[src/rtl/adc_pkg.sv]
package adc_pkg;

    // ----------------------------------------------------------------------
    // Widths
    // ----------------------------------------------------------------------
    localparam int DRP_ADDR_W = 7;
    localparam int DRP_DATA_W = 16;
    localparam int ADC_CODE_W = 12;
    localparam int CHAN_W     = 5;
    localparam int ALARM_W    = 8;

    typedef logic [DRP_ADDR_W-1:0] drp_addr_t;
    typedef logic [DRP_DATA_W-1:0] drp_data_t;
    typedef logic [ADC_CODE_W-1:0] adc_code_t;
    typedef logic [CHAN_W-1:0]     chan_t;
    typedef logic [ALARM_W-1:0]    alarm_t;

    localparam int N_CHANNELS = 4;
    localparam int SAMPLES_W  = N_CHANNELS * ADC_CODE_W;  // Packed sample inputs
    localparam int CH_IDX_W   = $clog2(N_CHANNELS);
    localparam int CODE_SHIFT = DRP_DATA_W - ADC_CODE_W;  // Left-justify

    // Timing
    localparam int CONV_CYCLES = 16;  // Per enabled channel
    localparam int CNT_W       = $clog2(CONV_CYCLES);
    localparam int DRP_LATENCY = 2;   // den to drdy

    // ----------------------------------------------------------------------
    // Register map
    // ----------------------------------------------------------------------
    localparam drp_addr_t REG_RESULT0  = 7'h00;  // Through 7'h03
    localparam drp_addr_t REG_SEQ_MASK = 7'h48;
    localparam drp_addr_t REG_LIMIT0   = 7'h50;  // Through 7'h53
    localparam drp_addr_t REG_OT_LIMIT = 7'h58;

    localparam drp_data_t LIMIT_RESET = 16'hFFF0;

    typedef enum logic {
        SEQ_IDLE,
        SEQ_CONVERT
    } seq_state_t;

endpackage

[src/rtl/bus_pkg.sv]
package bus_pkg;

    // ----------------------------------------------------------------------
    // Native memory bus
    // ----------------------------------------------------------------------
    localparam int BUS_ADDR_W = 32;
    localparam int BUS_DATA_W = 32;
    localparam int BUS_STRB_W = BUS_DATA_W / 8;

    typedef logic [BUS_ADDR_W-1:0] bus_addr_t;
    typedef logic [BUS_DATA_W-1:0] bus_data_t;
    typedef logic [BUS_STRB_W-1:0] bus_strb_t;

    // Address bits 31:24 pick the peripheral, bits 23:16 the window
    localparam logic [7:0] BASE_ADDR = 8'h01;
    localparam logic [7:0] WIN_DRP   = 8'h00;  // Register port into the converter
    localparam logic [7:0] WIN_SFR   = 8'h10;  // Status and control word

    // ----------------------------------------------------------------------
    // Status word layout
    // ----------------------------------------------------------------------
    localparam int SFR_BIT_BUSY    = 0;
    localparam int SFR_BIT_EOC     = 1;
    localparam int SFR_BIT_EOS     = 2;
    localparam int SFR_BIT_OT      = 4;
    localparam int SFR_LSB_CHANNEL = 8;
    localparam int SFR_LSB_ALARM   = 16;

    localparam int SFR_BIT_CORE_RESET = 0;  // Write side

    // Register port sequencing
    typedef enum logic [1:0] {
        PORT_IDLE,
        PORT_WAIT,
        PORT_DONE
    } drp_state_t;

endpackage
[src/rtl/periph_if.sv]
// Decoded bus request, level signals while the master holds it
interface periph_req_if;
    import bus_pkg::*;
    import adc_pkg::*;

    logic      hit_drp;
    logic      hit_sfr;
    logic      hit_bad;    // Window hit with partial strobes
    logic      write;
    drp_addr_t word_addr;
    bus_data_t wdata;

    modport decode (output hit_drp, hit_sfr, hit_bad, write, word_addr, wdata);
    modport port   (input hit_drp, write, word_addr, wdata);
    modport sfr    (input hit_sfr, hit_bad, write, wdata);
endinterface

// Dynamic register port
interface drp_if;
    import adc_pkg::*;

    logic      den;   // One-cycle strobe
    logic      dwe;
    drp_addr_t daddr;
    drp_data_t di;
    drp_data_t dout;  // Zero unless drdy
    logic      drdy;

    modport master (output den, dwe, daddr, di, input dout, drdy);
    modport slave  (input den, dwe, daddr, di, output dout, drdy);
endinterface


[src/rtl/drp_port.sv]
module drp_port (
    input  logic               clk,
    input  logic               arst_n,
    periph_req_if.port         req,
    drp_if.master              drp,
    output logic               ready,
    output bus_pkg::bus_data_t rdata
);
    import bus_pkg::*;
    import adc_pkg::*;

    drp_state_t state;
    logic       den_q;
    logic       dwe_q;
    drp_addr_t  daddr_q;
    drp_data_t  di_q;

    // ----------------------------------------------------------------------
    // One strobe per bus access
    // ----------------------------------------------------------------------
    always_ff @(posedge clk or negedge arst_n) begin
        if (!arst_n) begin
            state <= PORT_IDLE;
            den_q <= 1'b0;
            dwe_q <= 1'b0;
        end else begin
            den_q <= 1'b0;  // Strobes are single cycle
            dwe_q <= 1'b0;
            case (state)
                PORT_IDLE: begin
                    if (req.hit_drp) begin
                        den_q <= 1'b1;
                        dwe_q <= req.write;
                        state <= PORT_WAIT;
                    end
                end
                PORT_WAIT: if (drp.drdy) state <= PORT_DONE;
                PORT_DONE: state <= PORT_IDLE;  // Valid is gone by now
                default:   state <= PORT_IDLE;
            endcase
        end
    end

    // Address and data held for the core
    always_ff @(posedge clk) begin
        if (state == PORT_IDLE && req.hit_drp) begin
            daddr_q <= req.word_addr;
            di_q    <= req.wdata[DRP_DATA_W-1:0];
        end
    end

    assign drp.den   = den_q;
    assign drp.dwe   = dwe_q;
    assign drp.daddr = daddr_q;
    assign drp.di    = di_q;

    // Ready follows drdy in the same cycle
    assign ready = (state == PORT_WAIT) && drp.drdy;
    assign rdata = ready ? {{(BUS_DATA_W-DRP_DATA_W){1'b0}}, drp.dout} : '0;

endmodule

[src/flat_wrapper.sv]
// flat-port wrapper written by rule: the top's interface ports become plain ports
module drp_port_flat import bus_pkg::*; import adc_pkg::*;
  (clk, arst_n, ready, rdata, req_hit_drp, req_write, req_word_addr, req_wdata, drp_den, drp_dwe, drp_daddr, drp_di, drp_dout, drp_drdy);
  periph_req_if req_i ();
  drp_if drp_i ();
  input  logic clk;
  input  logic arst_n;
  output logic ready;
  output bus_pkg::bus_data_t rdata;
  input wire logic [$bits(req_i.hit_drp)-1:0] req_hit_drp;
  input wire logic [$bits(req_i.write)-1:0] req_write;
  input wire logic [$bits(req_i.word_addr)-1:0] req_word_addr;
  input wire logic [$bits(req_i.wdata)-1:0] req_wdata;
  output wire logic [$bits(drp_i.den)-1:0] drp_den;
  output wire logic [$bits(drp_i.dwe)-1:0] drp_dwe;
  output wire logic [$bits(drp_i.daddr)-1:0] drp_daddr;
  output wire logic [$bits(drp_i.di)-1:0] drp_di;
  input wire logic [$bits(drp_i.dout)-1:0] drp_dout;
  input wire logic [$bits(drp_i.drdy)-1:0] drp_drdy;
  assign req_i.hit_drp = req_hit_drp;
  assign req_i.write = req_write;
  assign req_i.word_addr = req_word_addr;
  assign req_i.wdata = req_wdata;
  assign drp_den = drp_i.den;
  assign drp_dwe = drp_i.dwe;
  assign drp_daddr = drp_i.daddr;
  assign drp_di = drp_i.di;
  assign drp_i.dout = drp_dout;
  assign drp_i.drdy = drp_drdy;
  drp_port u_core (.clk(clk), .arst_n(arst_n), .req(req_i), .drp(drp_i), .ready(ready), .rdata(rdata));
endmodule
[config.mk]
export PLATFORM = sky130hd
export DESIGN_NAME = drp_port_flat
export DESIGN_NICKNAME = d
export VERILOG_FILES = /design/src/rtl/adc_pkg.sv /design/src/rtl/bus_pkg.sv /design/src/rtl/periph_if.sv /design/src/rtl/drp_port.sv /design/src/flat_wrapper.sv
export SDC_FILE = /design/constraint.sdc
export NUM_CORES = 1
export LEC_CHECK = 0
export BUFFER_PORTS_ARGS = -buffer_cell sky130_fd_sc_hd__clkbuf_2
export CORE_ASPECT_RATIO = 1.25
export CORE_MARGIN = 1.5
export CORE_UTILIZATION = 37
export DETAILED_ROUTE_END_ITERATION = 6
export GPL_ROUTABILITY_DRIVEN = 0
export PLACE_DENSITY = 0.85
export SYNTH_ARGS = -nofsm -noshare
export SYNTH_HDL_FRONTEND = slang
export SYNTH_SLANG_ARGS = --single-unit
[constraint.sdc]
create_clock -name clk -period 6.95 [get_ports clk]
set_input_delay 1.39 -clock clk [delete_from_list [all_inputs] [get_ports clk]]
set_output_delay 1.39 -clock clk [all_outputs]
set_load 0.01 [all_outputs]
# [After elaboration in Yosys (flattened, before gate mapping)]
# Cells that the tools add are included.
[op_classes] n_addsub=0 n_mul=0 div=0 order_cmp=0 n_eq_ne=3 n_shift=0 mux=8 bitwise=0 n_reduce_logical=4
[op_table] op="16-bit 2-to-1 mux" n=1
[op_table] op="1-bit 2-to-1 mux" n=4
[op_table] op="2-bit 2-to-1 mux" n=2
[op_table] op="2-bit != test, second input constant" n=2
[op_table] op="2-bit one-hot mux with 2 select lines" n=1
[op_table] op="2-bit by 1-bit == test with 1-bit output, second input constant" n=1
[op_table] op="1-bit logical AND" n=2
[op_table] op="2-bit logical NOT" n=1
[op_table] op="2-bit AND reduction" n=1
[word_totals] regBits=27 latch_bits=0 ram_bits=0 mem_bits_ro=0 input_bits=60 output_inout_bits=58 n_memories=0

# [Depth between registers and ports, before layout]
[depth] depth_word=3 mapped_depth=4 depth_no_buf=2

# [Least setup slack after synthesis]
# No wires, ideal clock.
[synth_path] path_kind="input -> register" from="input port req_hit_drp" to="register u_core.daddr_q[0] (netlist: u_core.drp.daddr[0]), enable pin" setup_time_ns=0.440 arrival_time_ns=3.198 required_ns=6.510 setup_slack_ns=3.311 path_stages=1 path_cell_list="nor3b_1"
[synth_via] elab_chain_len=1
[synth_lines] item="start, declared" line="flat_wrapper.sv:10" rtl="input wire logic [$bits(req_i.hit_drp)-1:0] req_hit_drp;"
[synth_lines] item="1-bit logical AND" line="drp_port.sv:46" rtl="if (state == PORT_IDLE && req.hit_drp) begin"
[synth_lines] item="end signal, assigned" line="drp_port.sv:47" rtl="daddr_q <= req.word_addr;"
[synth_lines] item="end, declared" line="drp_port.sv:15" rtl="drp_addr_t daddr_q;"
# Every way passes these cells.
# A chain may end at the register's enable or synchronous reset.

# [Worst setup path in the final report]
[layout_path] from="input port drp_drdy" to="output port rdata[0]"
[layout_via] elab_chain_len=2
[layout_lines] item="start, declared" line="flat_wrapper.sv:19" rtl="input wire logic [$bits(drp_i.drdy)-1:0] drp_drdy;"
[layout_lines] item="1-bit logical AND" line="drp_port.sv:58" rtl="assign ready = (state == PORT_WAIT) && drp.drdy;"
[layout_lines] item="16-bit 2-to-1 mux" line="drp_port.sv:59" rtl="assign rdata = ready ? {{(BUS_DATA_W-DRP_DATA_W){1'b0}}, drp.dout} : '0;"
[layout_lines] item="end, declared" line="flat_wrapper.sv:9" rtl="output bus_pkg::bus_data_t rdata;"
# Every way passes these cells.

==> results.md <==
- By area the synthesized netlist is led by sky130_fd_sc_hd__edfxtp_1, sky130_fd_sc_hd__buf_4, sky130_fd_sc_hd__dfrtp_1.
- Including well taps, the total number of placed cells is 187.
- The routed wirelength normalized by instance count is 11.7 um.
- The synthesis-stage register bit count is 27.
- Before antenna repair, the detailed router went through 4 iterations.
- After synthesis, the largest area contributor takes up 62.1% of total cell area.
- The post-synthesis cell count is 68.
- The number of inserted diodes is 0.
- TritonCTS built the clock tree.
- 118 I/O pins were placed.
- Counting cells, the worst reg-to-reg path comes to 2.
- Once the clock tree was built, the setup fixing pass inserted 0 buffers.
- The clock latency on the worst-skew pair is 0.31 ns.
- The element type at the critical path end is an output pin.
- The number of cell rows is 22.
- The met2 layer wire length in the routed design is between 1000 and 1500 um.
- The number of nets in the finished design is ~220.
- The average vias per placed instance is around 4.2.
- The number of fill cells in the layout is 274.
- Setup violations remaining at the end of the flow were counted as 0.
- In this run the worst path has a maximum fanout of 17.
- In the final routing, the length of wire on met1 measures 717 um.
- Global routing finished with a remaining overflow of 0.
- The number of buffers inserted by hold repair at cts is 0.
- Entering global routing, the biggest net connects 26 pins.
- In this run the tool buffered the top-level ports with 85 buffer cells.
- The worst path uses 53.1% of the clock period.
- The number of antenna violations at the first check in global routing is 0.
- The instance area after placement is 0.00151 mm2.
- In this run, the number of DRC markers left after iteration 0 of detailed routing was 6.
- The via count of the first global-routing pass came to between 700 and 800.
- The total via count in the routed design is 801.
- The top layer used by detailed routing is met4.
- The area growth from synthesis to layout is 38.0%.
- The average cell area after synthesis is 16.4 um2.
- Setup repair after global routing left no endpoint under its margin.
- Max-cap violations in this run came to 0.
- After detailed routing, the number of remaining DRC violations is 0.
- The number of warnings reported in the yosys synthesis log is 0.
- sky130_fd_sc_hd__edfxtp_1 takes more of the synthesized area than any other cell.
- Of the synthesized area, sequential elements account for 71.1%.
- The global routing usage summed across all routing layers is 13.7%.
- The first global-routing pass estimated 3310 um of wire.
- The TritonCTS buffer count is 3.
- The cell area power density is 259 mW/mm2.
- The die width is 52.0 um.
- The critical setup path kind is primary input to output pin.
- Along the worst hold path, the cell count comes to 1.
- CTS saw 27 sinks.
- For this configuration, the core starts out at a cell density of about two fifths.
- Leaving out fill and tap cells, the most frequent cells in the layout are sky130_fd_sc_hd__clkbuf_2, sky130_fd_sc_hd__edfxtp_1, sky130_fd_sc_hd__conb_1.
- Cells with a size suffix above 1 make up 69.0% of the layout.
- The minimum period implied by the final worst setup slack is 3.69 ns.
- The detailed-placement wirelength estimate is between 1500 and 2000 um.
- The sort of element at the start of the critical path is a primary input.
- Once the clock tree was built, the resizer swapped 0 gates to a different size.
- The worst-case IR drop observed on VDD is about 0.19 mV.
- Clock tree synthesis selected as its root buffer the cell sky130_fd_sc_hd__clkbuf_4.
- After routing the design area is 0.00154 mm2.
- The length of routed met3 wiring is 220 um.
- For the worst setup path, the data required time is 5.56 ns.
- The setup slack on the worst flop-to-flop path is 5.69 ns.
- The wire length reported by the detailed router is 2240 um.
- The clock passes through at most 2 buffers.
- The tightest min-delay check is of the register to register type.
- The count of pins over their slew limit was 0.
- After synthesis the cells add up to 0.00111 mm2.
- The achievable clock frequency is 271 MHz.
- The count of different cell masters after synthesis is 13.
- The die height is ~64 um.
- The flow ran to the end, and the final reports show no timing, DRC or antenna violations.
- The analysis attributes to cell leakage a power of just under 0.8 nW.
- Clock-pin slew was measured on the worst setup and hold paths at 0.13 ns.
- The remaining number of nets flagged by the antenna check after routing is 0.
- The die covers 0.00335 mm2.
- Clock skew on the completed layout was measured at 0.00615 ns.
- CTS built an H-tree with a depth of 1.
- The floorplan step defined a core boundary enclosing 0.00289 mm2.
- The setup TNS is 0 ns.
- The final-report hold violation count is 0.
- After the flow finishes, the layout carries non-filler instances totaling 191.
- The library cell used most frequently in the layout, excluding fill and tap cells, is sky130_fd_sc_hd__clkbuf_2.
- The arrival time at the worst endpoint is 2.30 ns.
[final timing paths]
path                                 start                to
setup / recovery                  drp_drdy          rdata[0]
hold / removal             u_core.state[1]   u_core.state[0]
setup reg to reg           u_core.state[0]  u_core.drp.di[2]
hold reg to reg            u_core.state[1]   u_core.state[0]
max in group asynchronous           arst_n   u_core.state[1]
min in group asynchronous           arst_n    u_core.drp.dwe
[synthesized netlist by cell type]
library cell               instances
sky130_fd_sc_hd__nor3b_1           1
sky130_fd_sc_hd__a211oi_1          1
sky130_fd_sc_hd__and2_2            7
sky130_fd_sc_hd__buf_4            16
sky130_fd_sc_hd__nor2_1            1
sky130_fd_sc_hd__edfxtp_1         23
sky130_fd_sc_hd__and3b_2           1
sky130_fd_sc_hd__dfrtp_1           4
sky130_fd_sc_hd__conb_1            1
sky130_fd_sc_hd__and2_1            1
sky130_fd_sc_hd__and3b_1           1
sky130_fd_sc_hd__and2_4            9
sky130_fd_sc_hd__buf_6             2
[state kept, by name, indices dropped and copies added (netlist names)]
name / count
u_core.drp.di: 16
u_core.drp.daddr: 7
u_core.state: 2
u_core.drp.den: 1
u_core.drp.dwe: 1
[where the power goes]
part	switching (mW)	total (mW)	internal (mW)	leakage (nW)
sequential	0.0108	0.221	0.210	0.266
clock	0.0420	0.0644	0.0224	0.0150
combinational	0.0614	0.112	0.0504	0.505
total	0.114	0.397	0.283	0.786
[metal layers]
| layer | GRT usage [%] | up-vias |
|---|---|---|
| li1 | - | 371 |
| met1 | 12.2 | 366 |
| met2 | 25.9 | 60 |
| met3 | 3.50 | 4 |
| met4 | 8.22 | 0 |
| met5 | 0 | - |
[metrics by stage]
stage | setup slack, ns | hold WS, ns | util [%] | power (mW)
3_3_place_gp | 3.31 | 0.464 | 52.2 | 0.333
4_1_cts | 3.26 | 0.502 | 53.1 | 0.403
5_1_grt | 3.14 | 0.530 | 53.1 | 0.418
2_1_floorplan | 3.31 | 0.433 | - | 0.296
6_report | 3.26 | 0.500 | 53.1 | 0.397
3_5_place_dp | 3.26 | 0.480 | 52.2 | 0.338
[final cells by class]
type,count,area [um2],share of cell area [%]
Sequential cell,27,791,51.5
Timing Repair Buffer,86,433,28.2
Multi-Input combinational cell,38,240,15.6
Tap cell,36,45.0,2.93
Clock buffer,4,26.3,1.71
[critical path, cell delays in order]
cell and delay [ns]:
sky130_fd_sc_hd__clkbuf_2 0.10, sky130_fd_sc_hd__and3b_1 0.45, sky130_fd_sc_hd__and2_2 0.23, sky130_fd_sc_hd__clkbuf_2 0.13
[logic make-up (layout without fill, tap and decap cells)]
logic type / after synthesis / after routing / share of synthesized area (%)
flip-flops: 27 / 27 / 71.1
AND/OR/NAND/NOR: 21 / 21 / 15.1
buffers and inverters: 18 / 90 / 12.8
other: 1 / 16 / 0.337
AO/OA/AOI/OAI: 1 / 1 / 0.675
No activity file was read; power rests on OpenSTA's default activity.
