**config.mk**
```make
export PLATFORM = sky130hd
export DESIGN_NAME = mem_bus_decode_flat
export DESIGN_NICKNAME = d
export VERILOG_FILES = /design/src/rtl/adc_pkg.sv /design/src/rtl/bus_pkg.sv /design/src/rtl/periph_if.sv /design/src/rtl/mem_bus_decode.sv /design/src/flat_wrapper.sv
export SDC_FILE = /design/constraint.sdc
export NUM_CORES = 1
export LEC_CHECK = 0
export BUFFER_PORTS_ARGS = -buffer_cell sky130_fd_sc_hd__buf_2
export CAP_MARGIN = 30
export CORE_MARGIN = 4
export CORE_UTILIZATION = 22
export DETAILED_ROUTE_END_ITERATION = 6
export GPL_ROUTABILITY_DRIVEN = 1
export PLACE_DENSITY = 0.88
export SYNTH_ARGS = -nofsm -noshare
export SYNTH_HDL_FRONTEND = slang
export SYNTH_SLANG_ARGS = --single-unit
```
**constraint.sdc**
```tcl
create_clock -name vclk -period 3.2
set_clock_uncertainty 0.1 [all_clocks]
set_input_delay 0.64 -clock vclk [all_inputs]
set_output_delay 0.64 -clock vclk [all_outputs]
set_load 0.1 [all_outputs]
```
**src/rtl/adc_pkg.sv**
```systemverilog
package adc_pkg;

    // ----------------------------------------------------------------------
    // Widths
    // ----------------------------------------------------------------------
    localparam int DRP_ADDR_W = 7;
    localparam int DRP_DATA_W = 16;
    localparam int ADC_CODE_W = 12;
    localparam int CHAN_W     = 5;
    localparam int ALARM_W    = 8;

    typedef logic [DRP_ADDR_W-1:0] drp_addr_t;
    typedef logic [DRP_DATA_W-1:0] drp_data_t;
    typedef logic [ADC_CODE_W-1:0] adc_code_t;
    typedef logic [CHAN_W-1:0]     chan_t;
    typedef logic [ALARM_W-1:0]    alarm_t;

    localparam int N_CHANNELS = 4;
    localparam int SAMPLES_W  = N_CHANNELS * ADC_CODE_W;  // Packed sample inputs
    localparam int CH_IDX_W   = $clog2(N_CHANNELS);
    localparam int CODE_SHIFT = DRP_DATA_W - ADC_CODE_W;  // Left-justify

    // Timing
    localparam int CONV_CYCLES = 16;  // Per enabled channel
    localparam int CNT_W       = $clog2(CONV_CYCLES);
    localparam int DRP_LATENCY = 2;   // den to drdy

    // ----------------------------------------------------------------------
    // Register map
    // ----------------------------------------------------------------------
    localparam drp_addr_t REG_RESULT0  = 7'h00;  // Through 7'h03
    localparam drp_addr_t REG_SEQ_MASK = 7'h48;
    localparam drp_addr_t REG_LIMIT0   = 7'h50;  // Through 7'h53
    localparam drp_addr_t REG_OT_LIMIT = 7'h58;

    localparam drp_data_t LIMIT_RESET = 16'hFFF0;

    typedef enum logic {
        SEQ_IDLE,
        SEQ_CONVERT
    } seq_state_t;

endpackage

```
**src/rtl/bus_pkg.sv**
```systemverilog
package bus_pkg;

    // ----------------------------------------------------------------------
    // Native memory bus
    // ----------------------------------------------------------------------
    localparam int BUS_ADDR_W = 32;
    localparam int BUS_DATA_W = 32;
    localparam int BUS_STRB_W = BUS_DATA_W / 8;

    typedef logic [BUS_ADDR_W-1:0] bus_addr_t;
    typedef logic [BUS_DATA_W-1:0] bus_data_t;
    typedef logic [BUS_STRB_W-1:0] bus_strb_t;

    // Address bits 31:24 pick the peripheral, bits 23:16 the window
    localparam logic [7:0] BASE_ADDR = 8'h01;
    localparam logic [7:0] WIN_DRP   = 8'h00;  // Register port into the converter
    localparam logic [7:0] WIN_SFR   = 8'h10;  // Status and control word

    // ----------------------------------------------------------------------
    // Status word layout
    // ----------------------------------------------------------------------
    localparam int SFR_BIT_BUSY    = 0;
    localparam int SFR_BIT_EOC     = 1;
    localparam int SFR_BIT_EOS     = 2;
    localparam int SFR_BIT_OT      = 4;
    localparam int SFR_LSB_CHANNEL = 8;
    localparam int SFR_LSB_ALARM   = 16;

    localparam int SFR_BIT_CORE_RESET = 0;  // Write side

    // Register port sequencing
    typedef enum logic [1:0] {
        PORT_IDLE,
        PORT_WAIT,
        PORT_DONE
    } drp_state_t;

endpackage
```
**src/rtl/periph_if.sv**
```systemverilog
// Decoded bus request, level signals while the master holds it
interface periph_req_if;
    import bus_pkg::*;
    import adc_pkg::*;

    logic      hit_drp;
    logic      hit_sfr;
    logic      hit_bad;    // Window hit with partial strobes
    logic      write;
    drp_addr_t word_addr;
    bus_data_t wdata;

    modport decode (output hit_drp, hit_sfr, hit_bad, write, word_addr, wdata);
    modport port   (input hit_drp, write, word_addr, wdata);
    modport sfr    (input hit_sfr, hit_bad, write, wdata);
endinterface


```
**src/rtl/mem_bus_decode.sv**
```systemverilog
module mem_bus_decode (
    input  logic               mem_valid,
    input  bus_pkg::bus_addr_t mem_addr,
    input  bus_pkg::bus_data_t mem_wdata,
    input  bus_pkg::bus_strb_t mem_wstrb,
    periph_req_if.decode       req
);
    import bus_pkg::*;
    import adc_pkg::*;

    logic sel_drp;
    logic sel_sfr;
    logic word_rd;
    logic word_wr;
    logic word_ok;

    // Window match on the upper half of the address
    assign sel_drp = mem_valid && (mem_addr[31:16] == {BASE_ADDR, WIN_DRP});
    assign sel_sfr = mem_valid && (mem_addr[31:16] == {BASE_ADDR, WIN_SFR});

    // Word access only
    assign word_rd = (mem_wstrb == '0);
    assign word_wr = &mem_wstrb;
    assign word_ok = word_rd || word_wr;

    assign req.hit_drp = sel_drp && word_ok;
    assign req.hit_sfr = sel_sfr && word_ok;
    assign req.hit_bad = (sel_drp || sel_sfr) && !word_ok;  // Acked, never forwarded

    assign req.write     = word_wr;
    assign req.word_addr = mem_addr[DRP_ADDR_W+1:2];  // Byte to word address
    assign req.wdata     = mem_wdata;

endmodule

```
**src/flat_wrapper.sv**
```systemverilog
// flat-port wrapper written by rule: the top's interface ports become plain ports
module mem_bus_decode_flat import bus_pkg::*; import adc_pkg::*;
  (mem_valid, mem_addr, mem_wdata, mem_wstrb, req_hit_drp, req_hit_sfr, req_hit_bad, req_write, req_word_addr, req_wdata);
  periph_req_if req_i ();
  input  logic mem_valid;
  input  bus_pkg::bus_addr_t mem_addr;
  input  bus_pkg::bus_data_t mem_wdata;
  input  bus_pkg::bus_strb_t mem_wstrb;
  output wire logic [$bits(req_i.hit_drp)-1:0] req_hit_drp;
  output wire logic [$bits(req_i.hit_sfr)-1:0] req_hit_sfr;
  output wire logic [$bits(req_i.hit_bad)-1:0] req_hit_bad;
  output wire logic [$bits(req_i.write)-1:0] req_write;
  output wire logic [$bits(req_i.word_addr)-1:0] req_word_addr;
  output wire logic [$bits(req_i.wdata)-1:0] req_wdata;
  assign req_hit_drp = req_i.hit_drp;
  assign req_hit_sfr = req_i.hit_sfr;
  assign req_hit_bad = req_i.hit_bad;
  assign req_write = req_i.write;
  assign req_word_addr = req_i.word_addr;
  assign req_wdata = req_i.wdata;
  mem_bus_decode u_core (.mem_valid(mem_valid), .mem_addr(mem_addr), .mem_wdata(mem_wdata), .mem_wstrb(mem_wstrb), .req(req_i));
endmodule
```
# --- After elaboration in Yosys (flattened, before gate mapping) ---
# Index checks and enable logic that the tools add are counted.
# Widths: inputs -> output; s select.
word_totals:
  register_bits: 0
  latchBits: 0
  mem_bits_rw: 0
  romBits: 0
  inputBits: 69
  out_inout_bits: 43
  memories: 0
classes:
  addsub: 0
  n_mul: 0
  div: 0
  magnitude_cmp: 0
  eq_ne: 2
  shifts: 0
  muxes: 0
  n_bitwise: 0
  n_reduce_logical: 10
ops:
  columns: ["operator", "n"]
  rows:
  - ["$eq 16x9->1 const B", 2]
  - ["$logic_and 1x1->1", 5]
  - ["$logic_not 4->1", 1]
  - ["$reduce_and 4->1", 1]
  - ["$logic_or 1x1->1", 2]
  - ["$logic_not 1->1", 1]

# --- Logic depth before layout (Yosys ltp) ---
# Gate-level depths: netlist of run 1.
depth:
  depth_word: 4
  depth_mapped: 3

# --- Least setup slack after synthesis of run 1 ---
# No wires, ideal clock.
synth_path:
  path_kind: "input to output"
  startpoint: "input mem_wstrb[2]"
  endpoint: "output req_hit_drp"
  t_arrival_ps: 4543
  required_time_ps: 2460
  setup_slack_ps: -2083
  cell_stages: 3
  path_buffers: 0
  path_cell_list: "and4_1 nor2_1 nor4_1"
synth_between:
  elab_chain_cells: 3
  word_cells_on_any_way: 4
  cone_classes: "reduce/logical: 4"
synth_rtl:
  columns: ["item", "line", "text"]
  rows:
  - ["from (decl)", "flat_wrapper.sv:8", "input bus_pkg::bus_strb_t mem_wstrb;"]
  - ["$logic_not 4->1 / $reduce_and 4->1 (equally long branches)", "mem_bus_decode.sv:22, mem_bus_decode.sv:23", null]
  - ["$logic_or 1x1->1 (*)", "mem_bus_decode.sv:24", "assign word_ok = word_rd || word_wr;"]
  - ["$logic_and 1x1->1 (*)", "mem_bus_decode.sv:26", "assign req.hit_drp = sel_drp && word_ok;"]
  - ["to (decl)", "flat_wrapper.sv:9", "output wire logic [$bits(req_i.hit_drp)-1:0] req_hit_drp;"]
# Every way passes the cells marked *; elsewhere a longest branch is shown, timed or not.

# --- Worst setup path in the final report of run 1 ---
layout_path:
  startpoint: "input mem_wstrb[1]"
  endpoint: "output req_hit_sfr"
layout_between:
  elab_chain_cells: 3
  word_cells_on_any_way: 4
  cone_classes: "reduce/logical: 4"
layout_rtl:
  columns: ["item", "line", "text"]
  rows:
  - ["$logic_not 4->1 / $reduce_and 4->1 (equally long branches)", "mem_bus_decode.sv:22, mem_bus_decode.sv:23", null]
  - ["$logic_or 1x1->1 (*)", "mem_bus_decode.sv:24", null]
  - ["$logic_and 1x1->1 (*)", "mem_bus_decode.sv:27", "assign req.hit_sfr = sel_sfr && word_ok;"]
  - ["to (decl)", "flat_wrapper.sv:10", "output wire logic [$bits(req_i.hit_sfr)-1:0] req_hit_sfr;"]
# Marked as above.

==> run_results.csv, run 1 <==
group,metric,value,unit
status,status,"finished, final reports clean",
sta,fmax,345,MHz
place,place_congestion,0.642,
layout,drive_gt1_share,81.1,%
synth,netlist_area,374,um^2
global_route,grt_pass1_vias,283,
pwr,swShare,47.7,%
layout,final_util,18.5,%
worst_hold_path,worstHoldEndpoint,"req_wdata[10]",
global_route,grt_pass1_wl,1.35,mm
critical_path,cp.arrival,2160,ps
synth,yosys_warnings,0,
layout,seq_area,0,um^2
synth,syn_inst,51,
sta,hold_viol_final,0,
pwr,power_frac_seq,0,%
pwr,p_clk_share,0,%
detailed_routing,firstDrtPassIters,1,
sta,rsz0062_at_grt,"no",
detailed_routing,via_count,273,
place,port_buffers,25,
place,dpl_cell_area,289,um^2
cts,hold_buffers,0,
sta,fin_crit_sh,90.6,%
layout,seq_cell_count,0,
synth,synthTopCellsByArea,"buf_4, nor4_1, or4b_4, and4_1, nor4b_1",
pwr,power_density,74.5,mW/mm^2
global_route,grt_overflow_total,0,
worst_hold_path,min_path_type,"in2out",
die,start_util,24.0,%
synth,synth.most_common_cell,"buf_4",
critical_path,end_kind,"primary output",
layout,n_clock_buffer,0,
layout,antenna_cells,0,
sta,slew_headroom,59.5,%
die,die_width,49.2,um
pwr,ir_drop,0.0151,mV
critical_path,crit_start,"mem_wstrb[1]",
pwr,internal_power,0.0000113,W
synth,yosysSeqAreaShare,0,%
global_route,grt_max_degree,4,
detailed_routing,ant_nets,0,
layout,fin_nets,108,
detailed_routing,drt_wl_total,832,um
pwr,comb_power_share,100.0,%
synth,synth_cell_types,8,
layout,final_area,289,um^2
detailed_routing,drc_errors,0,
die,io_pins,112,
global_route,grt_usage,6.58,%
worst_hold_path,hp-start,"mem_wdata[10]",
global_route,antenna_found_initial,0,
sta,min_period,2900,ps
sta,setup_tns,0,ps
detailed_routing,first_iter_violations,0,
detailed_routing,wl_per_cell,15.7,um
die,core,0.00156,mm^2
cts,cts-resized-gates,0,
synth,avgSynthCellArea,7.34,um^2
detailed_routing,vias_per_cell,5.15,
synth,yosys.area.top_type,"buf_4",
pwr,power,0.0000215,W
synth,synth_nets,120,
pwr,switchingPower,0.0000103,W
sta,tightest_slew,603,ps
layout,syn2layout_area_growth,-22.7,%
critical_path,path_class,"in2out",
sta,setup_viol,0,
synth,synth_top_area_share,78.3,%
synth,synth_common_cells,"buf_4, nor4_1",
worst_hold_path,hold-path-cell-count,0,
critical_path,crit_required,2460,ps
critical_path,path_max_fanout,2,
die,dieArea,0.00242,mm^2
sta,maxSlewViolCount,0,
run,cap_violations,0,
die,die_y,49.2,um
cts,postCtsSetupBuffers,0,
die,num_rows,14,
critical_path,crit_path_start_kind,"input pin",
pwr,leakage,0.139,nW
==> power by group through the flow <==
stage,clock network (W),registers (W),logic [W]
global placement,0,0,0.0000209
CTS,0,0,0.0000218
global route,0,0,0.0000244
finish,0,0,0.0000215
detailed placement,0,0,0.0000217
floorplan,0,0,0.000238
==> layout by cell type, fill, tap and decap left out <==
cell type,Yosys,final
buf_2,0,24
nor4_4,0,3
nand3_1,1,1
nor4b_1,1,1
nor2_1,1,1
inv_1,1,1
or4b_4,1,1
nor4_1,6,3
buf_12,0,1
and4_4,0,1
==> metrics by stage <==
stage	hold WS (ps)	cells	setup slack, ps
after floorplan	1290	51	46.1
after global placement	1180	53	388
after detailed placement	1180	53	299
after CTS	1180	53	292
after global routing	1180	53	171
final	1180	53	302
==> per-layer routing <==
| metal | vias to the layer above | share of wire (%) | track usage (%) |
|---|---|---|---|
| met4 | 0 | 5.0 | 3.79 |
| met2 | 35 | 50 | 12.5 |
| met3 | 10 | 25 | 5.81 |
| li1 | 105 | - | - |
| met1 | 123 | 19 | 3.80 |
| met5 | - | 0 | 0 |
==> logic make-up after synthesis <==
| logic type | after synthesis | synth area share [%] |
|---|---|---|
| buf+inv | 40 | 79.3 |
| simple gates | 11 | 20.7 |
==> worst max-delay path, cell delays in order <==
cell    delay (ps)
buf_2          100
nor4_1         550
nor2_1         220
nor4_4         170
buf_2          470
==> cell type report <==
| cell class | instances | area, um^2 |
|---|---|---|
| fillers | 177 | 1270 |
| inverters | 1 | 3.75 |
| multi-input cells | 11 | 125 |
| well taps | 16 | 20.0 |
| repair buffers | 25 | 140 |
==> worst max path at each step <==
stage | slack, ps | endpoint
floorplan | 50 | req_hit_drp
global placement | 390 | req_hit_sfr
detailed placement | 300 | req_hit_sfr
CTS | 290 | req_hit_sfr
global route | 170 | req_hit_sfr
finish | 300 | req_hit_sfr
Note: power is estimated with default switching activity, not from simulation.
==> inputs of run 2 (changes only) <==
CELL_PAD_IN_SITES_DETAIL_PLACEMENT = 1   (was unset)
CELL_PAD_IN_SITES_GLOBAL_PLACEMENT = 1   (was unset)
CORE_UTILIZATION = 10   (was 22)
PLACE_DENSITY = 0.84   (was 0.88)
==> run 2 against run 1 <==
Global-route usage is 3.7 points lower. Fmax is 5.3% higher. Final cell count is 60% higher. Non-clock buffer count is 2 higher. Via count is 4.4% lower. Clock-buffer cell count stayed put. Setup slack better by 150 ps. Critical path depth stayed put. Core utilization is 8.3 points lower. Highest routed layer unchanged.
==> run_results.csv, run 2 (same netlist as run 1, synthesis figures left out) <==
group,metric,value,unit
layout,drive_gt1_share,82.1,%
detailed_routing,first_iter_violations,0,
global_route,grt_overflow_total,0,
sta,rsz0062_at_grt,"no",
place,dp_hpwl,795,um
detailed_routing,firstDrtPassIters,1,
pwr,comb_power_share,100.0,%
critical_path,critical_path.cell_chain,"buf_2, nor4b_1, nand3_1, nor4_4, buf_2",
sta,setup_tns,0,ps
sta,setup_viol,0,
cts,cts-resized-gates,0,
critical_path,cp_common_cell,"buf_2",
layout,fin_nets,110,
sta,maxSlewViolCount,0,
layout,layout_common_cells,"buf_2, nor4_1, nor4_4",
pwr,p_clk_share,0,%
critical_path,crit_required,2460,ps
layout,seq_cell_count,0,
worst_hold_path,min_path_type,"in2out",
sta,hold-worst-slack,1180,ps
critical_path,worstSetupEndpoint,"req_hit_bad",
pwr,switchingPower,0.0000104,W
critical_path,path_class,"in2out",
place,place_congestion,0.672,
global_route,grt_pass1_vias,263,
pwr,swShare,47.2,%
detailed_routing,vias_per_cell,3.07,
place,port_buffers,25,
sta,tightest_slew,489,ps
critical_path,crit_path_top_delay_cell,"buf_2",
cts,postCtsSetupBuffers,0,
die,die_y,69.2,um
cts,hold_buffers,0,
pwr,power_density,61.9,mW/mm^2
pwr,leakage,0.151,nW
run,cap_violations,0,
detailed_routing,drt_wl_total,840,um
die,start_util,10.8,%
detailed_routing,ant_nets,0,
detailed_routing,via_count,261,
sta,hold_viol_final,0,
layout,n_clock_buffer,0,
critical_path,cp.arrival,2010,ps
layout,final_util,10.3,%
pwr,internal_power,0.0000117,W
sta,slew_headroom,67.6,%
critical_path,crit_path_start_kind,"input pin",
pwr,ir_drop,0.00744,mV
critical_path,crit_start,"mem_addr[25]",
die,num_rows,21,
status,status,"finished, final reports clean",
critical_path,path_max_fanout,2,
global_route,antenna_found_initial,0,
layout,seq_area,0,um^2
die,io_pins,112,
detailed_routing,drc_errors,0,
place,pre_cts_slack,383,ps
global_route,grtUsageMet2,5.08,%
global_route,top_usage_layer,"met2",
die,die_width,69.2,um
sta,fin_crit_sh,86.0,%
pwr,power_frac_seq,0,%
layout,antenna_cells,0,
global_route,grt_usage,2.90,%
layout,final_common_cell,"buf_2",
global_route,gr-usage-met1,2.24,%
sta,finalWorstSetupSlack,449,ps
global_route,grt_pass1_wl,1.21,mm
layout,syn2layout_area_growth,-4.68,%
die,dieArea,0.00478,mm^2
global_route,grtUsageMet3,2.47,%
die,core,0.00347,mm^2
critical_path,max_stage_delay,470,ps
critical_path,end_kind,"primary output",
detailed_routing,wl_per_cell,9.88,um
global_route,grt_max_degree,4,
sta,fmax,363,MHz
sta,min_period,2750,ps
[run 2: changes by cell type in the layout (fill, tap and decap cells not counted), sizes merged]
| cell | previous run | this run |
|---|---|---|
| buf | 25 | 27 |
[run 2: power by group through the flow]
stage	sequential (W)	clock [W]	combinational (W)
after CTS	0	0	0.0000225
after floorplan	0	0	0.000238
final	0	0	0.0000221
after detailed placement	0	0	0.0000225
after global placement	0	0	0.0000218
after global routing	0	0	0.0000240
[run 2: per-layer routing]
metal,vias up,share of wire [%]
met1,117,26
met3,8,19
met2,28,53
met4,0,2.3
li1,108,-
met5,-,0
[run 2: stage by stage]
step / power, W / cell area, um^2 / cells
3_5_place_dp: 0.0000225 / 357 / 85
4_1_cts: 0.0000225 / 357 / 85
5_1_grt: 0.0000240 / 357 / 85
3_3_place_gp: 0.0000218 / 357 / 85
2_1_floorplan: 0.000238 / 422 / 51
6_report: 0.0000221 / 357 / 85
[run 2: final cells by class]
| cell class | instances | area, um^2 |
|---|---|---|
| fill | 432 | 3110 |
| timing repair buffer | 27 | 170 |
| tap | 46 | 57.6 |
| multi-input combinational | 11 | 125 |
| inverter | 1 | 3.75 |
[run 2: critical path: cells and delay by family]
kind | cells | cell delay, ps
buffers and inverters | 2 | 560
AND/OR/NAND/NOR | 3 | 800
[run 2: worst min path at each step]
stage                     depth (start not counted)  slack, ps          start       endpoint
final                                             0       1180  mem_wdata[17]  req_wdata[17]
after global routing                              0       1180  mem_wdata[24]  req_wdata[24]
after CTS                                         0       1180   mem_wdata[0]   req_wdata[0]
after detailed placement                          0       1180   mem_wdata[0]   req_wdata[0]
after global placement                            0       1180   mem_wdata[0]   req_wdata[0]
after floorplan                                   1       1290   mem_addr[20]    req_hit_drp
