===== src/rtl/adc_pkg.sv =====
package adc_pkg;

    // ----------------------------------------------------------------------
    // Widths
    // ----------------------------------------------------------------------
    localparam int DRP_ADDR_W = 7;
    localparam int DRP_DATA_W = 16;
    localparam int ADC_CODE_W = 12;
    localparam int CHAN_W     = 5;
    localparam int ALARM_W    = 8;

    typedef logic [DRP_ADDR_W-1:0] drp_addr_t;
    typedef logic [DRP_DATA_W-1:0] drp_data_t;
    typedef logic [ADC_CODE_W-1:0] adc_code_t;
    typedef logic [CHAN_W-1:0]     chan_t;
    typedef logic [ALARM_W-1:0]    alarm_t;

    localparam int N_CHANNELS = 4;
    localparam int SAMPLES_W  = N_CHANNELS * ADC_CODE_W;  // Packed sample inputs
    localparam int CH_IDX_W   = $clog2(N_CHANNELS);
    localparam int CODE_SHIFT = DRP_DATA_W - ADC_CODE_W;  // Left-justify

    // Timing
    localparam int CONV_CYCLES = 16;  // Per enabled channel
    localparam int CNT_W       = $clog2(CONV_CYCLES);
    localparam int DRP_LATENCY = 2;   // den to drdy

    // ----------------------------------------------------------------------
    // Register map
    // ----------------------------------------------------------------------
    localparam drp_addr_t REG_RESULT0  = 7'h00;  // Through 7'h03
    localparam drp_addr_t REG_SEQ_MASK = 7'h48;
    localparam drp_addr_t REG_LIMIT0   = 7'h50;  // Through 7'h53
    localparam drp_addr_t REG_OT_LIMIT = 7'h58;

    localparam drp_data_t LIMIT_RESET = 16'hFFF0;

    typedef enum logic {
        SEQ_IDLE,
        SEQ_CONVERT
    } seq_state_t;

endpackage


===== src/rtl/bus_pkg.sv =====
package bus_pkg;

    // ----------------------------------------------------------------------
    // Native memory bus
    // ----------------------------------------------------------------------
    localparam int BUS_ADDR_W = 32;
    localparam int BUS_DATA_W = 32;
    localparam int BUS_STRB_W = BUS_DATA_W / 8;

    typedef logic [BUS_ADDR_W-1:0] bus_addr_t;
    typedef logic [BUS_DATA_W-1:0] bus_data_t;
    typedef logic [BUS_STRB_W-1:0] bus_strb_t;

    // Address bits 31:24 pick the peripheral, bits 23:16 the window
    localparam logic [7:0] BASE_ADDR = 8'h01;
    localparam logic [7:0] WIN_DRP   = 8'h00;  // Register port into the converter
    localparam logic [7:0] WIN_SFR   = 8'h10;  // Status and control word

    // ----------------------------------------------------------------------
    // Status word layout
    // ----------------------------------------------------------------------
    localparam int SFR_BIT_BUSY    = 0;
    localparam int SFR_BIT_EOC     = 1;
    localparam int SFR_BIT_EOS     = 2;
    localparam int SFR_BIT_OT      = 4;
    localparam int SFR_LSB_CHANNEL = 8;
    localparam int SFR_LSB_ALARM   = 16;

    localparam int SFR_BIT_CORE_RESET = 0;  // Write side

    // Register port sequencing
    typedef enum logic [1:0] {
        PORT_IDLE,
        PORT_WAIT,
        PORT_DONE
    } drp_state_t;

endpackage

===== src/rtl/periph_if.sv =====
// Decoded bus request, level signals while the master holds it
interface periph_req_if;
    import bus_pkg::*;
    import adc_pkg::*;

    logic      hit_drp;
    logic      hit_sfr;
    logic      hit_bad;    // Window hit with partial strobes
    logic      write;
    drp_addr_t word_addr;
    bus_data_t wdata;

    modport decode (output hit_drp, hit_sfr, hit_bad, write, word_addr, wdata);
    modport port   (input hit_drp, write, word_addr, wdata);
    modport sfr    (input hit_sfr, hit_bad, write, wdata);
endinterface


// Converter status and core reset
interface adc_status_if;
    import adc_pkg::*;

    logic   busy;
    logic   eoc;
    logic   eos;
    chan_t  channel;
    alarm_t alm;
    logic   ot;
    logic   core_reset;

    modport core (output busy, eoc, eos, channel, alm, ot, input core_reset);
    modport sfr  (input busy, eoc, eos, channel, alm, ot, output core_reset);
endinterface


===== src/rtl/sfr_block.sv =====
module sfr_block (
    input  logic               clk,
    input  logic               arst_n,
    periph_req_if.sfr          req,
    adc_status_if.sfr          status,
    input  logic               drp_ready,
    input  bus_pkg::bus_data_t drp_rdata,
    output logic               mem_ready,
    output bus_pkg::bus_data_t mem_rdata
);
    import bus_pkg::*;
    import adc_pkg::*;

    logic      ready_q;
    logic      reset_q;
    logic      take;       // First cycle of an SFR or bad access
    bus_data_t status_word;
    bus_data_t rdata_q;

    // Status word packing
    always_comb begin
        status_word                                = '0;
        status_word[SFR_BIT_BUSY]                  = status.busy;
        status_word[SFR_BIT_EOC]                   = status.eoc;
        status_word[SFR_BIT_EOS]                   = status.eos;
        status_word[SFR_BIT_OT]                    = status.ot;
        status_word[SFR_LSB_CHANNEL +: CHAN_W]     = status.channel;
        status_word[SFR_LSB_ALARM +: ALARM_W]      = status.alm;
    end

    // No re-fire while ready is out, valid drops at that edge
    assign take = (req.hit_sfr || req.hit_bad) && !ready_q;

    // ----------------------------------------------------------------------
    // Registered acknowledge
    // ----------------------------------------------------------------------
    always_ff @(posedge clk or negedge arst_n) begin
        if (!arst_n) begin
            ready_q <= 1'b0;
            reset_q <= 1'b0;
            rdata_q <= '0;
        end else begin
            ready_q <= take;
            reset_q <= take && req.hit_sfr && req.write && req.wdata[SFR_BIT_CORE_RESET];
            // Bad accesses and writes return zero
            rdata_q <= (take && req.hit_sfr && !req.write) ? status_word : '0;
        end
    end

    assign status.core_reset = reset_q;  // One cycle pulse

    // Both sources idle at zero
    assign mem_ready = ready_q | drp_ready;
    assign mem_rdata = rdata_q | drp_rdata;

endmodule


===== src/flat_wrapper.sv =====
// flat-port wrapper written by rule: the top's interface ports become plain ports
module sfr_block_flat import bus_pkg::*; import adc_pkg::*;
  (clk, arst_n, drp_ready, drp_rdata, mem_ready, mem_rdata, req_hit_sfr, req_hit_bad, req_write, req_wdata, status_busy, status_eoc, status_eos, status_channel, status_alm, status_ot, status_core_reset);
  periph_req_if req_i ();
  adc_status_if status_i ();
  input  logic clk;
  input  logic arst_n;
  input  logic drp_ready;
  input  bus_pkg::bus_data_t drp_rdata;
  output logic mem_ready;
  output bus_pkg::bus_data_t mem_rdata;
  input wire logic [$bits(req_i.hit_sfr)-1:0] req_hit_sfr;
  input wire logic [$bits(req_i.hit_bad)-1:0] req_hit_bad;
  input wire logic [$bits(req_i.write)-1:0] req_write;
  input wire logic [$bits(req_i.wdata)-1:0] req_wdata;
  input wire logic [$bits(status_i.busy)-1:0] status_busy;
  input wire logic [$bits(status_i.eoc)-1:0] status_eoc;
  input wire logic [$bits(status_i.eos)-1:0] status_eos;
  input wire logic [$bits(status_i.channel)-1:0] status_channel;
  input wire logic [$bits(status_i.alm)-1:0] status_alm;
  input wire logic [$bits(status_i.ot)-1:0] status_ot;
  output wire logic [$bits(status_i.core_reset)-1:0] status_core_reset;
  assign req_i.hit_sfr = req_hit_sfr;
  assign req_i.hit_bad = req_hit_bad;
  assign req_i.write = req_write;
  assign req_i.wdata = req_wdata;
  assign status_i.busy = status_busy;
  assign status_i.eoc = status_eoc;
  assign status_i.eos = status_eos;
  assign status_i.channel = status_channel;
  assign status_i.alm = status_alm;
  assign status_i.ot = status_ot;
  assign status_core_reset = status_i.core_reset;
  sfr_block u_core (.clk(clk), .arst_n(arst_n), .req(req_i), .status(status_i), .drp_ready(drp_ready), .drp_rdata(drp_rdata), .mem_ready(mem_ready), .mem_rdata(mem_rdata));
endmodule

===== config.mk =====
export PLATFORM = sky130hd
export DESIGN_NAME = sfr_block_flat
export DESIGN_NICKNAME = d
export VERILOG_FILES = /design/src/rtl/adc_pkg.sv /design/src/rtl/bus_pkg.sv /design/src/rtl/periph_if.sv /design/src/rtl/sfr_block.sv /design/src/flat_wrapper.sv
export SDC_FILE = /design/constraint.sdc
export NUM_CORES = 1
export LEC_CHECK = 0
export ABC_AREA = 1
export BUFFER_PORTS_ARGS = -buffer_cell sky130_fd_sc_hd__buf_2
export CAP_MARGIN = 25
export CELL_PAD_IN_SITES_DETAIL_PLACEMENT = 1
export CELL_PAD_IN_SITES_GLOBAL_PLACEMENT = 2
export CORE_UTILIZATION = 15
export CTS_CLUSTER_DIAMETER = 100
export DETAILED_ROUTE_END_ITERATION = 6
export MAX_ROUTING_LAYER = met4
export PLACE_DENSITY = 0.83
export SKIP_CTS_REPAIR_TIMING = 1
export SLEW_MARGIN = 0
export SYNTH_ARGS = -nofsm -noshare
export SYNTH_HDL_FRONTEND = slang
export SYNTH_SLANG_ARGS = --single-unit

===== constraint.sdc =====
create_clock -name clk -period 1.9 [get_ports clk]
set_clock_uncertainty 0.2 [all_clocks]
set_input_delay 0.38 -clock clk [delete_from_list [all_inputs] [get_ports clk]]
set_output_delay 0.38 -clock clk [all_outputs]
set_load 0.1 [all_outputs]

* Word-level counts from Yosys, hierarchy flattened *
Index checks and enable logic that the tools add are counted.

word-level totals
  input port bits = 87
  word-level logic and storage cells = 14
  register bits = 34

cells by class
  bitwise logic cells = 2
  multiplexer cells = 1
  reductions and logical operators = 8

operators with widths
  kind                count
  32-bit bitwise OR   1
  24-bit two-way mux  1
  1-bit logical AND   5
  1-bit logical NOT   2
  1-bit logical OR    1
  1-bit bitwise OR    1

* Longest topological paths before layout *
Gate-level depths: netlist of the first run.

  depth after elaboration = 5
  mapped depth = 4
  mapped depth without buffers = 3

* Least setup slack after synthesis of the first run *
No wires, ideal clock.

  path type = input to output
  start point = input drp_rdata[0]
  end point = output mem_rdata[0]
  path slack = 432 ps
  stages = 1
  arrival time = 888 ps
  buffers on the path = 0
  cell sequence = or2_2

between the ends
  cells in the longest elaborated chain, start to end = 1

RTL lines
  item               line                source
  start, declared    flat_wrapper.sv:9   input bus_pkg::bus_data_t drp_rdata;
  32-bit bitwise OR  sfr_block.sv:54     assign mem_rdata = rdata_q | drp_rdata;
  end, declared      flat_wrapper.sv:11  output bus_pkg::bus_data_t mem_rdata;

Every way passes these cells.

* Worst setup path after layout of the first run *
  start point = register u_core.ready_q
  end point = output mem_ready

between the ends
  cells in the longest elaborated chain, start to end = 1

RTL lines
  item                    line                source
  start, declared         sfr_block.sv:14     logic ready_q;
  start signal, assigned  sfr_block.sv:43     ready_q <= take;
  1-bit bitwise OR        sfr_block.sv:53     assign mem_ready = ready_q | drp_ready;
  end, declared           flat_wrapper.sv:10  output logic mem_ready;

Every way passes these cells.

==> flow_summary_export.csv, run 1 <==
group,metric,value,unit
timing,slew_violations,0,
placement,port_buffers,59,
die,die_w,80.0,µm
yosys,synth_flop_cell,"dfrtp_1",
yosys,netlist_area,913,µm²
layout,syn_to_final_growth,35.2,%
cts,clock_latency,250,ps
power_and_ir_drop,ir_drop,0.000240,V
yosys,seq_area_frac_synth,52.1,%
die,fp-row-count,28,
layout,drive_gt1_share,64.3,%
yosys,synth-seq-cells,19,
worst_setup_path,endpoint_kind,"output pin",
timing,tns,0,ps
worst_setup_path,cp_max_fo,3,
yosys,synth_edf_count,0,
run_status,status,"finished, final reports clean",
die,core_area,5890,µm²
yosys,synth_cell_type_count,10,
power_and_ir_drop,p_leak,0.000729,µW
cts,clock_sinks,19,
worst_setup_path,start_kind,"flop",
yosys,synth_top_area_share,52.1,%
detailed_routing,avgViaCountPerCell,3.34,
die,die_area,6410,µm²
detailed_routing,drcViolationCount,0,
hold_path,min_path_type,"input pin to flop",
timing,hold_violations,0,
detailed_routing,first_iter_violations,3,
global_routing,grt_max_degree,20,
hold_path,hp-start,"status_channel[0]",
timing,setup_violations,0,
yosys,netlist_instances,95,
yosys,synth.largest_area_cell,"dfrtp_1",
detailed_routing,routedWlPerCell,8.92,µm
yosys,synth_nets,182,
timing,fmax,556,MHz
worst_setup_path,arrival,1220,ps
detailed_routing,num_vias,729,
timing,rsz0062_at_grt,"no",
worst_setup_path,worstPathRequired,1320,ps
die,start_util,15.5,%
cts,cts_root_buf,"clkbuf_8",
die,fp.dieH,80.0,µm
cts,cts-htree-levels,1,
yosys,avgSynthCellArea,9.61,µm²
cts,cts_tree,"done",
job,maxCapViolations,0,
timing,tightest_slew,502,ps
cts,cts_buffers,3,
worst_setup_path,cp_cell_sequence,"or2_2 > buf_2",
yosys,ys_warn_count,0,
timing,relSlewSlack,66.8,%
yosys,yosys-top-cells-area,"dfrtp_1, buf_4, or2_2",
detailed_routing,first_pass_iters,4,
detailed_routing,wl,1940,µm
global_routing,grt_pass1_vias,654,
placement,hpwl,1590,µm
global_routing,grt_overflow_total,0,
worst_setup_path,critical_path.startpoint,"u_core.ready_q",
worst_setup_path,cp_slowest_cell,"dfrtp_1",
power_and_ir_drop,powerDensity,839,nW/µm²
global_routing,antenna_found_initial,0,
yosys,synth_common_cells,"dfrtp_1, inv_1, or2_2, buf_4, nor2_1",
placement,dp_slack,267,ps
placement,routabilityCongestion,0.560,
cts,cts.path.max_buffers,2,
worst_setup_path,worst_path_largest_cell_delay,400,ps
global_routing,grt_usage,6.08,%
layout,diodes,0,
global_routing,grt_pass1_wl,2820,µm
detailed_routing,antenna_left,0,
timing,fin_ws,102,ps
layout,nets,231,
timing,finalCritPeriodShare,94.6,%
cts,clkTransAtPathRegs,70,ps
timing,period_minus_slack,1800,ps
worst_setup_path,r2r_start,"u_core.ready_q",
die,io_pins,121,
worst_setup_path,criticalPathCategory,"flop to output pin",
layout,fillers,728,
yosys,synth-async-reset-ratio,100,%
## per-stage QoR
step | cells | utilization [%] | area (µm²) | power (µW) | hold WS (ps)
4_1_cts | 217 | 20.8 | 1220 | 1060 | -133
5_1_grt | 218 | 21.0 | 1230 | 1090 | 117
6_report | 218 | 21.0 | 1230 | 1040 | 125
3_5_place_dp | 213 | 20.0 | 1180 | 766 | 156
2_1_floorplan | 95 | - | 913 | 838 | -116
3_3_place_gp | 213 | 20.0 | 1180 | 763 | 154
## cell type report
| type | instances | area [µm²] | share of cell area (%) |
|---|---|---|---|
| Multi-Input combinational cell | 41 | 243 | 19.7 |
| Clock buffer | 3 | 41.3 | 3.34 |
| Sequential cell | 19 | 475 | 38.5 |
| Tap cell | 75 | 93.8 | 7.60 |
| Clock inverter | 1 | 5.00 | 0.405 |
| Inverter | 19 | 71.3 | 5.78 |
| Timing Repair Buffer | 60 | 305 | 24.7 |
## worst max-delay path: cells and delay by family (launching register included)
| kind | cells | cell delay, ps |
|---|---|---|
| AND/OR/NAND/NOR | 1 | 270 |
| flip-flops | 1 | 400 |
| buffers and inverters | 1 | 290 |
## placed cells by master, fill, tap and decap left out
cell type      instances
nor2_4                 1
clkbuf_8               3
nand2_1                2
dfrtp_1               19
clkinv_2               1
nor2_2                 9
dlygate4sd3_1          1
buf_2                 59
or2_2                 18
nor2_1                10
inv_1                 19
nand3_4                1
## path summary, 6_finish.rpt
kind / end / slack, ps / depth (start not counted)
max: mem_ready / 100 / 2
min: u_core.rdata_q[8] / 120 / 3
max reg2reg: u_core.rdata_q[23] / 680 / 3
min reg2reg: u_core.ready_q / 260 / 1
max in group asynchronous: u_core.rdata_q[18] / 790 / 2
min in group asynchronous: u_core.rdata_q[19] / 410 / 2
## where the power goes
part           internal, µW  switching [µW]
logic                  73.8             256
registers               420            4.64
clock network           146             136
## flip-flops by register name (all words and copies together) (netlist names)
register and flops:
u_core.rdata_q 17, u_core.status.core_reset 1, u_core.ready_q 1
## layer usage
metal / vias to the layer above / share of wire, % / track usage, %
li1: 347 / - / -
met1: 342 / 35 / 6.46
met2: 35 / 53 / 10.3
met3: 5 / 9.1 / 0.914
met4: 0 / 2.8 / 4.46
met5: - / 0 / -
## kinds of logic after synthesis
family	share of synthesized area (%)
AND/OR/NAND/NOR	26.6
buffers and inverters	21.4
flip-flops	52.1
No activity file was read; power rests on OpenSTA's default activity.
==> run 2: changes to the inputs <==
--- a/config.mk
+++ b/config.mk
@@ -14,7 +14,7 @@
 export CTS_CLUSTER_DIAMETER = 100
 export DETAILED_ROUTE_END_ITERATION = 6
 export MAX_ROUTING_LAYER = met4
-export PLACE_DENSITY = 0.83
+export PLACE_DENSITY = 0.81
 export SKIP_CTS_REPAIR_TIMING = 1
 export SLEW_MARGIN = 0
 export SYNTH_ARGS = -nofsm -noshare
==> run 2 against run 1 <==
Worst setup slack worse by 1.9 ps. Sequential power about the same. Worst hold slack better by 0.72 ps. Critical endpoint unchanged.
==> flow_summary_export.csv, run 2 (synthesized netlist as in run 1, its figures left out) <==
group,metric,value,unit
run_status,status,"finished, final reports clean",
global_routing,grt_pass1_wl,3040,µm
power_and_ir_drop,p_sw_share,38.3,%
power_and_ir_drop,p_switching,399,µW
detailed_routing,wl,2090,µm
timing,rsz0062_at_grt,"no",
global_routing,grt_pass1_vias,684,
layout,post-route-util,21.0,%
cts,clkTransAtPathRegs,70,ps
detailed_routing,routedWlPerCell,9.57,µm
global_routing,met1_usage,6.79,%
worst_setup_path,start_kind,"flop",
global_routing,grt_overflow_total,0,
global_routing,antenna_found_initial,0,
power_and_ir_drop,ir_drop,0.000219,V
detailed_routing,antenna_left,0,
layout,largest_reg_flops,17,
global_routing,grt_usage,6.50,%
die,core_area,5890,µm²
power_and_ir_drop,p_comb_share,31.8,%
layout,syn_to_final_growth,35.1,%
timing,finalCritPeriodShare,94.7,%
timing,relSlewSlack,67.4,%
hold_path,holdPathEnd,"u_core.rdata_q[23]",
die,die_w,80.0,µm
timing,slew_violations,0,
die,io_pins,121,
global_routing,top_usage_layer,"met2",
placement,routabilityCongestion,0.570,
hold_path,hold_depth,3,
worst_setup_path,r2r_end,"u_core.rdata_q[8]",
die,die_area,6410,µm²
power_and_ir_drop,p_int,643,µW
timing,setup_violations,0,
job,maxCapViolations,0,
cts,cts-htree-levels,1,
die,fp.dieH,80.0,µm
hold_path,min_path_type,"input pin to flop",
detailed_routing,first_pass_iters,2,
worst_setup_path,critical_path_buf_inv_count,1,
worst_setup_path,worstPathRequired,1320,ps
power_and_ir_drop,powerDensity,845,nW/µm²
worst_setup_path,cp_top_family,"flip-flops",
layout,top_register,"u_core.rdata_q",
timing,tightest_slew,493,ps
placement,hpwl,1660,µm
worst_setup_path,criticalPathCategory,"flop to output pin",
die,fp-row-count,28,
worst_setup_path,cp_slowest_cell,"dfrtp_1",
layout,layout_common_cells,"buf_2, inv_1, dfrtp_1, or2_2, nor2_1",
timing,fin_ws,100,ps
worst_setup_path,arrival,1220,ps
placement,dp_slack,264,ps
cts,clock_sinks,19,
timing,period_minus_slack,1800,ps
global_routing,met2_usage,11.6,%
layout,drive_gt1_share,63.6,%
timing,hold_slack,125,ps
die,start_util,15.5,%
cts,cts.path.max_buffers,2,
cts,cts_tree,"done",
global_routing,grt_max_degree,20,
power_and_ir_drop,p_leak,0.000726,µW
layout,final_common_cell,"buf_2",
timing,hold_violations,0,
worst_setup_path,cp_cell_sequence,"or2_2 > buf_2",
detailed_routing,drcViolationCount,0,
cts,clock_latency,250,ps
worst_setup_path,rr_worst_depth,3,
layout,diodes,0,
detailed_routing,avgViaCountPerCell,3.35,
detailed_routing,first_iter_violations,2,
cts,cts_root_buf,"clkbuf_8",
power_and_ir_drop,seqPwrFrac,40.7,%
worst_setup_path,worst_path_largest_cell_delay,400,ps
worst_setup_path,regToRegSetupSlack,690,ps
timing,fmax,556,MHz
worst_setup_path,endpoint_kind,"output pin",
power_and_ir_drop,clock_power_share,27.5,%
worst_setup_path,cp_max_fo,3,
layout,nets,231,
worst_setup_path,r2r_start,"u_core.ready_q",
detailed_routing,num_vias,730,
timing,tns,0,ps
cts,cts_buffers,3,
global_routing,met3_usage,0.571,%
placement,port_buffers,59,
hold_path,hp-start,"status_alm[7]",
-- run 2: changes by cell type in the layout (fill, tap and decap cells not counted) --
cell and delta:
clkbuf_1 +1, clkinv_2 -1
-- run 2: worst max-delay path by stage --
stage / endpoint / slack (ps) / from / depth (start not counted)
6_report: mem_ready / 100 / u_core.ready_q / 2
3_3_place_gp: mem_rdata[4] / 260 / drp_rdata[4] / 3
4_1_cts: mem_ready / 70 / u_core.ready_q / 2
5_1_grt: mem_ready / 60 / u_core.ready_q / 2
3_5_place_dp: mem_rdata[4] / 260 / drp_rdata[4] / 3
2_1_floorplan: mem_rdata[0] / 430 / drp_rdata[0] / 1
-- run 2: metrics by stage --
step           power, µW  cells  area (µm²)
2_1_floorplan        838     95         913
3_3_place_gp         764    213        1180
3_5_place_dp         768    213        1180
4_1_cts             1070    217        1220
5_1_grt             1100    218        1230
6_report            1040    218        1230
-- run 2: worst min-delay path, delay by kind of cell --
kind          cells  cell delay, ps
simple gates      1              30
buf+inv           2             130
-- run 2: area by class of cell --
cell class | instances | area (µm²)
tap | 75 | 93.8
multi-input combinational | 41 | 243
sequential | 19 | 475
fill | 753 | 4650
timing repair buffer | 60 | 305
clock buffer | 4 | 45.0
inverter | 19 | 71.3
-- run 2: layer usage --
| metal | up-vias | wire, µm |
|---|---|---|
| met5 | - | 0 |
| met1 | 344 | 751 |
| met4 | 0 | 38 |
| met3 | 4 | 160 |
| met2 | 35 | 1140 |
| li1 | 347 | - |
-- run 2: power by group through the flow --
stage | clock network, µW | logic [µW] | registers [µW]
2_1_floorplan | 0 | 401 | 437
3_3_place_gp | 0 | 330 | 433
3_5_place_dp | 0 | 335 | 433
4_1_cts | 314 | 335 | 425
5_1_grt | 321 | 349 | 427
6_report | 287 | 331 | 425
==> run 3: changes to the inputs <==
--- a/config.mk
+++ b/config.mk
@@ -5,12 +5,11 @@
 export SDC_FILE = /design/constraint.sdc
 export NUM_CORES = 1
 export LEC_CHECK = 0
-export ABC_AREA = 1
 export BUFFER_PORTS_ARGS = -buffer_cell sky130_fd_sc_hd__buf_2
 export CAP_MARGIN = 25
 export CELL_PAD_IN_SITES_DETAIL_PLACEMENT = 1
 export CELL_PAD_IN_SITES_GLOBAL_PLACEMENT = 2
-export CORE_UTILIZATION = 15
+export CORE_UTILIZATION = 17
 export CTS_CLUSTER_DIAMETER = 100
 export DETAILED_ROUTE_END_ITERATION = 6
 export MAX_ROUTING_LAYER = met4
==> constraint.sdc (replaced) <==
create_clock -name clk -period 2.2 [get_ports clk]
set_clock_uncertainty 0.2 [all_clocks]
set_input_delay 0.44 -clock clk [delete_from_list [all_inputs] [get_ports clk]]
set_output_delay 0.44 -clock clk [all_outputs]
set_load 0.1 [all_outputs]
==> run 3 against run 2 <==
Via count shrank 3.6%. Register-to-register slack better by 360 ps. Design area is 5.2% higher. Worst setup slack improved by 280 ps. Sequential cell count unchanged. Total power fell by 13%. Die area down 5.5%. Sequential power decreased by 14%. Critical path type unchanged.
==> flow_summary_export.csv, run 3 <==
group,metric,value,unit
timing,setup_violations,0,
die,start_util,17.7,%
worst_setup_path,criticalPathCategory,"flop to output pin",
worst_setup_path,arrival,1180,ps
die,fp.dieH,77.8,µm
die,die_w,77.8,µm
yosys,synth_nets,162,
cts,cts_tree,"done",
cts,cts_root_buf,"clkbuf_8",
placement,place_area,1240,µm²
yosys,synth_most_common_cell,"dfrtp_1",
global_routing,grt_pass1_wl,3700,µm
yosys,yosys-top-cells-area,"dfrtp_1, buf_4, or2_2",
layout,fin_area,1300,µm²
timing,period_minus_slack,1820,ps
global_routing,grt_max_degree,20,
layout,largest_reg_flops,17,
yosys,synth_flop_cell,"dfrtp_1",
yosys,avgSynthCellArea,13.0,µm²
global_routing,grt_overflow_total,0,
yosys,synth-async-reset-ratio,100,%
yosys,synth_edf_count,0,
run_status,status,"finished, final reports clean",
yosys,synth_common_cells,"dfrtp_1, or2_2, buf_4, and4bb_1, and4bb_2",
layout,layout_common_cells,"buf_2, dfrtp_1, or2_2, and4bb_1, and4bb_2",
layout,top_register,"u_core.rdata_q",
timing,slew_violations,0,
worst_setup_path,cp_max_fo,1,
detailed_routing,num_vias,704,
yosys,seq_area_frac_synth,48.7,%
global_routing,antenna_found_initial,0,
die,die_area,6060,µm²
power_and_ir_drop,powerDensity,702,nW/µm²
yosys,synth.largest_area_cell,"dfrtp_1",
cts,clock_sinks,19,
timing,rsz0062_at_grt,"no",
detailed_routing,routedWlPerCell,11.9,µm
yosys,netlist_instances,75,
yosys,synth_top_area_share,48.7,%
cts,cts_buffers,3,
die,core_area,5510,µm²
job,maxCapViolations,0,
cts,cts.path.max_buffers,2,
layout,nets,209,
placement,hpwl,1820,µm
detailed_routing,first_pass_iters,2,
yosys,synth-seq-cells,19,
detailed_routing,drcViolationCount,0,
detailed_routing,antenna_left,0,
worst_setup_path,endpoint_kind,"output pin",
placement,routabilityCongestion,0.705,
timing,fmax,550,MHz
layout,final_common_cell,"buf_2",
timing,hold_violations,0,
timing,tightest_slew,487,ps
detailed_routing,avgViaCountPerCell,3.65,
cts,cts-htree-levels,1,
layout,diodes,0,
power_and_ir_drop,ir_drop,0.000264,V
cts,clock_latency,250,ps
cts,clkTransAtPathRegs,70,ps
timing,hold_slack,217,ps
layout,syn_to_final_growth,32.8,%
layout,drive_gt1_share,76.0,%
yosys,synth_cell_type_count,11,
die,fp-row-count,27,
detailed_routing,wl,2300,µm
yosys,netlist_area,977,µm²
timing,finalCritPeriodShare,82.6,%
timing,fin_ws,383,ps
placement,port_buffers,59,
hold_path,min_path_type,"input pin to flop",
die,io_pins,121,
global_routing,grt_usage,8.22,%
global_routing,grt_pass1_vias,773,
timing,tns,0,ps
power_and_ir_drop,p_leak,0.000696,µW
detailed_routing,first_iter_violations,22,
worst_setup_path,start_kind,"flop",
worst_setup_path,worstPathRequired,1560,ps
placement,dp_slack,454,ps
timing,relSlewSlack,67.7,%
yosys,ys_warn_count,0,
-- run 3: cell count changes in the layout (fill, tap and decap cells not counted), sizes merged --
cell,before,now
nor2,20,0
inv,19,0
and4bb,0,16
nand2,2,0
and4b,0,1
buf,59,60
clkbuf,4,3
clkinv,0,1
nand3,1,0
nor4bb,0,1
o21ba,0,1
-- run 3: per-stage QoR --
step           util (%)  instances  power [µW]
2_1_floorplan         -         75         736
3_3_place_gp       22.5        188         681
4_1_cts            23.4        192         928
3_5_place_dp       22.5        188         684
6_report           23.6        193         910
5_1_grt            23.6        193         964
-- run 3: kinds of logic after synthesis --
| group | synth area share (%) |
|---|---|
| flops | 48.7 |
| compound gates | 1.02 |
| simple gates | 35.6 |
| buf+inv | 14.7 |
-- run 3: cell type report --
cell class	instances	area (µm²)
clock buffer	3	41.3
clock inverter	1	5.00
fill	648	4210
multi-input combinational	37	358
sequential	19	475
tap	72	90.1
timing repair buffer	61	328
-- run 3: metal layers --
metal | vias to the layer above | share of wire (%) | track usage (%)
met4 | 0 | 0.22 | 0.943
met2 | 44 | 48 | 14.2
met5 | - | 0 | -
li1 | 335 | - | -
met3 | 2 | 10 | 3.53
met1 | 323 | 41 | 8.96
-- run 3: critical path: stages, from the launching register on --
cell     delay (ps)
dfrtp_1         370
or2_2           260
buf_2           290
-- run 3: final timing paths --
| path | start | end | slack (ps) | cells past startpoint |
|---|---|---|---|---|
| min reg2reg | u_core.ready_q | u_core.rdata_q[11] | 470 | 2 |
| max | u_core.rdata_q[22] | mem_rdata[22] | 380 | 2 |
| max in group asynchronous | arst_n | u_core.rdata_q[2] | 1030 | 2 |
| min | req_hit_bad | u_core.ready_q | 220 | 2 |
| max reg2reg | u_core.ready_q | u_core.rdata_q[23] | 1050 | 2 |
| min in group asynchronous | arst_n | u_core.rdata_q[20] | 470 | 2 |
-- run 3: report_power, final --
group / switching [µW] / leakage, µW / internal (µW)
clock: 109 / 0.0000255 / 126
combinational: 222 / 0.000412 / 86.2
sequential: 3.74 / 0.000258 / 363
total: 336 / 0.000696 / 575
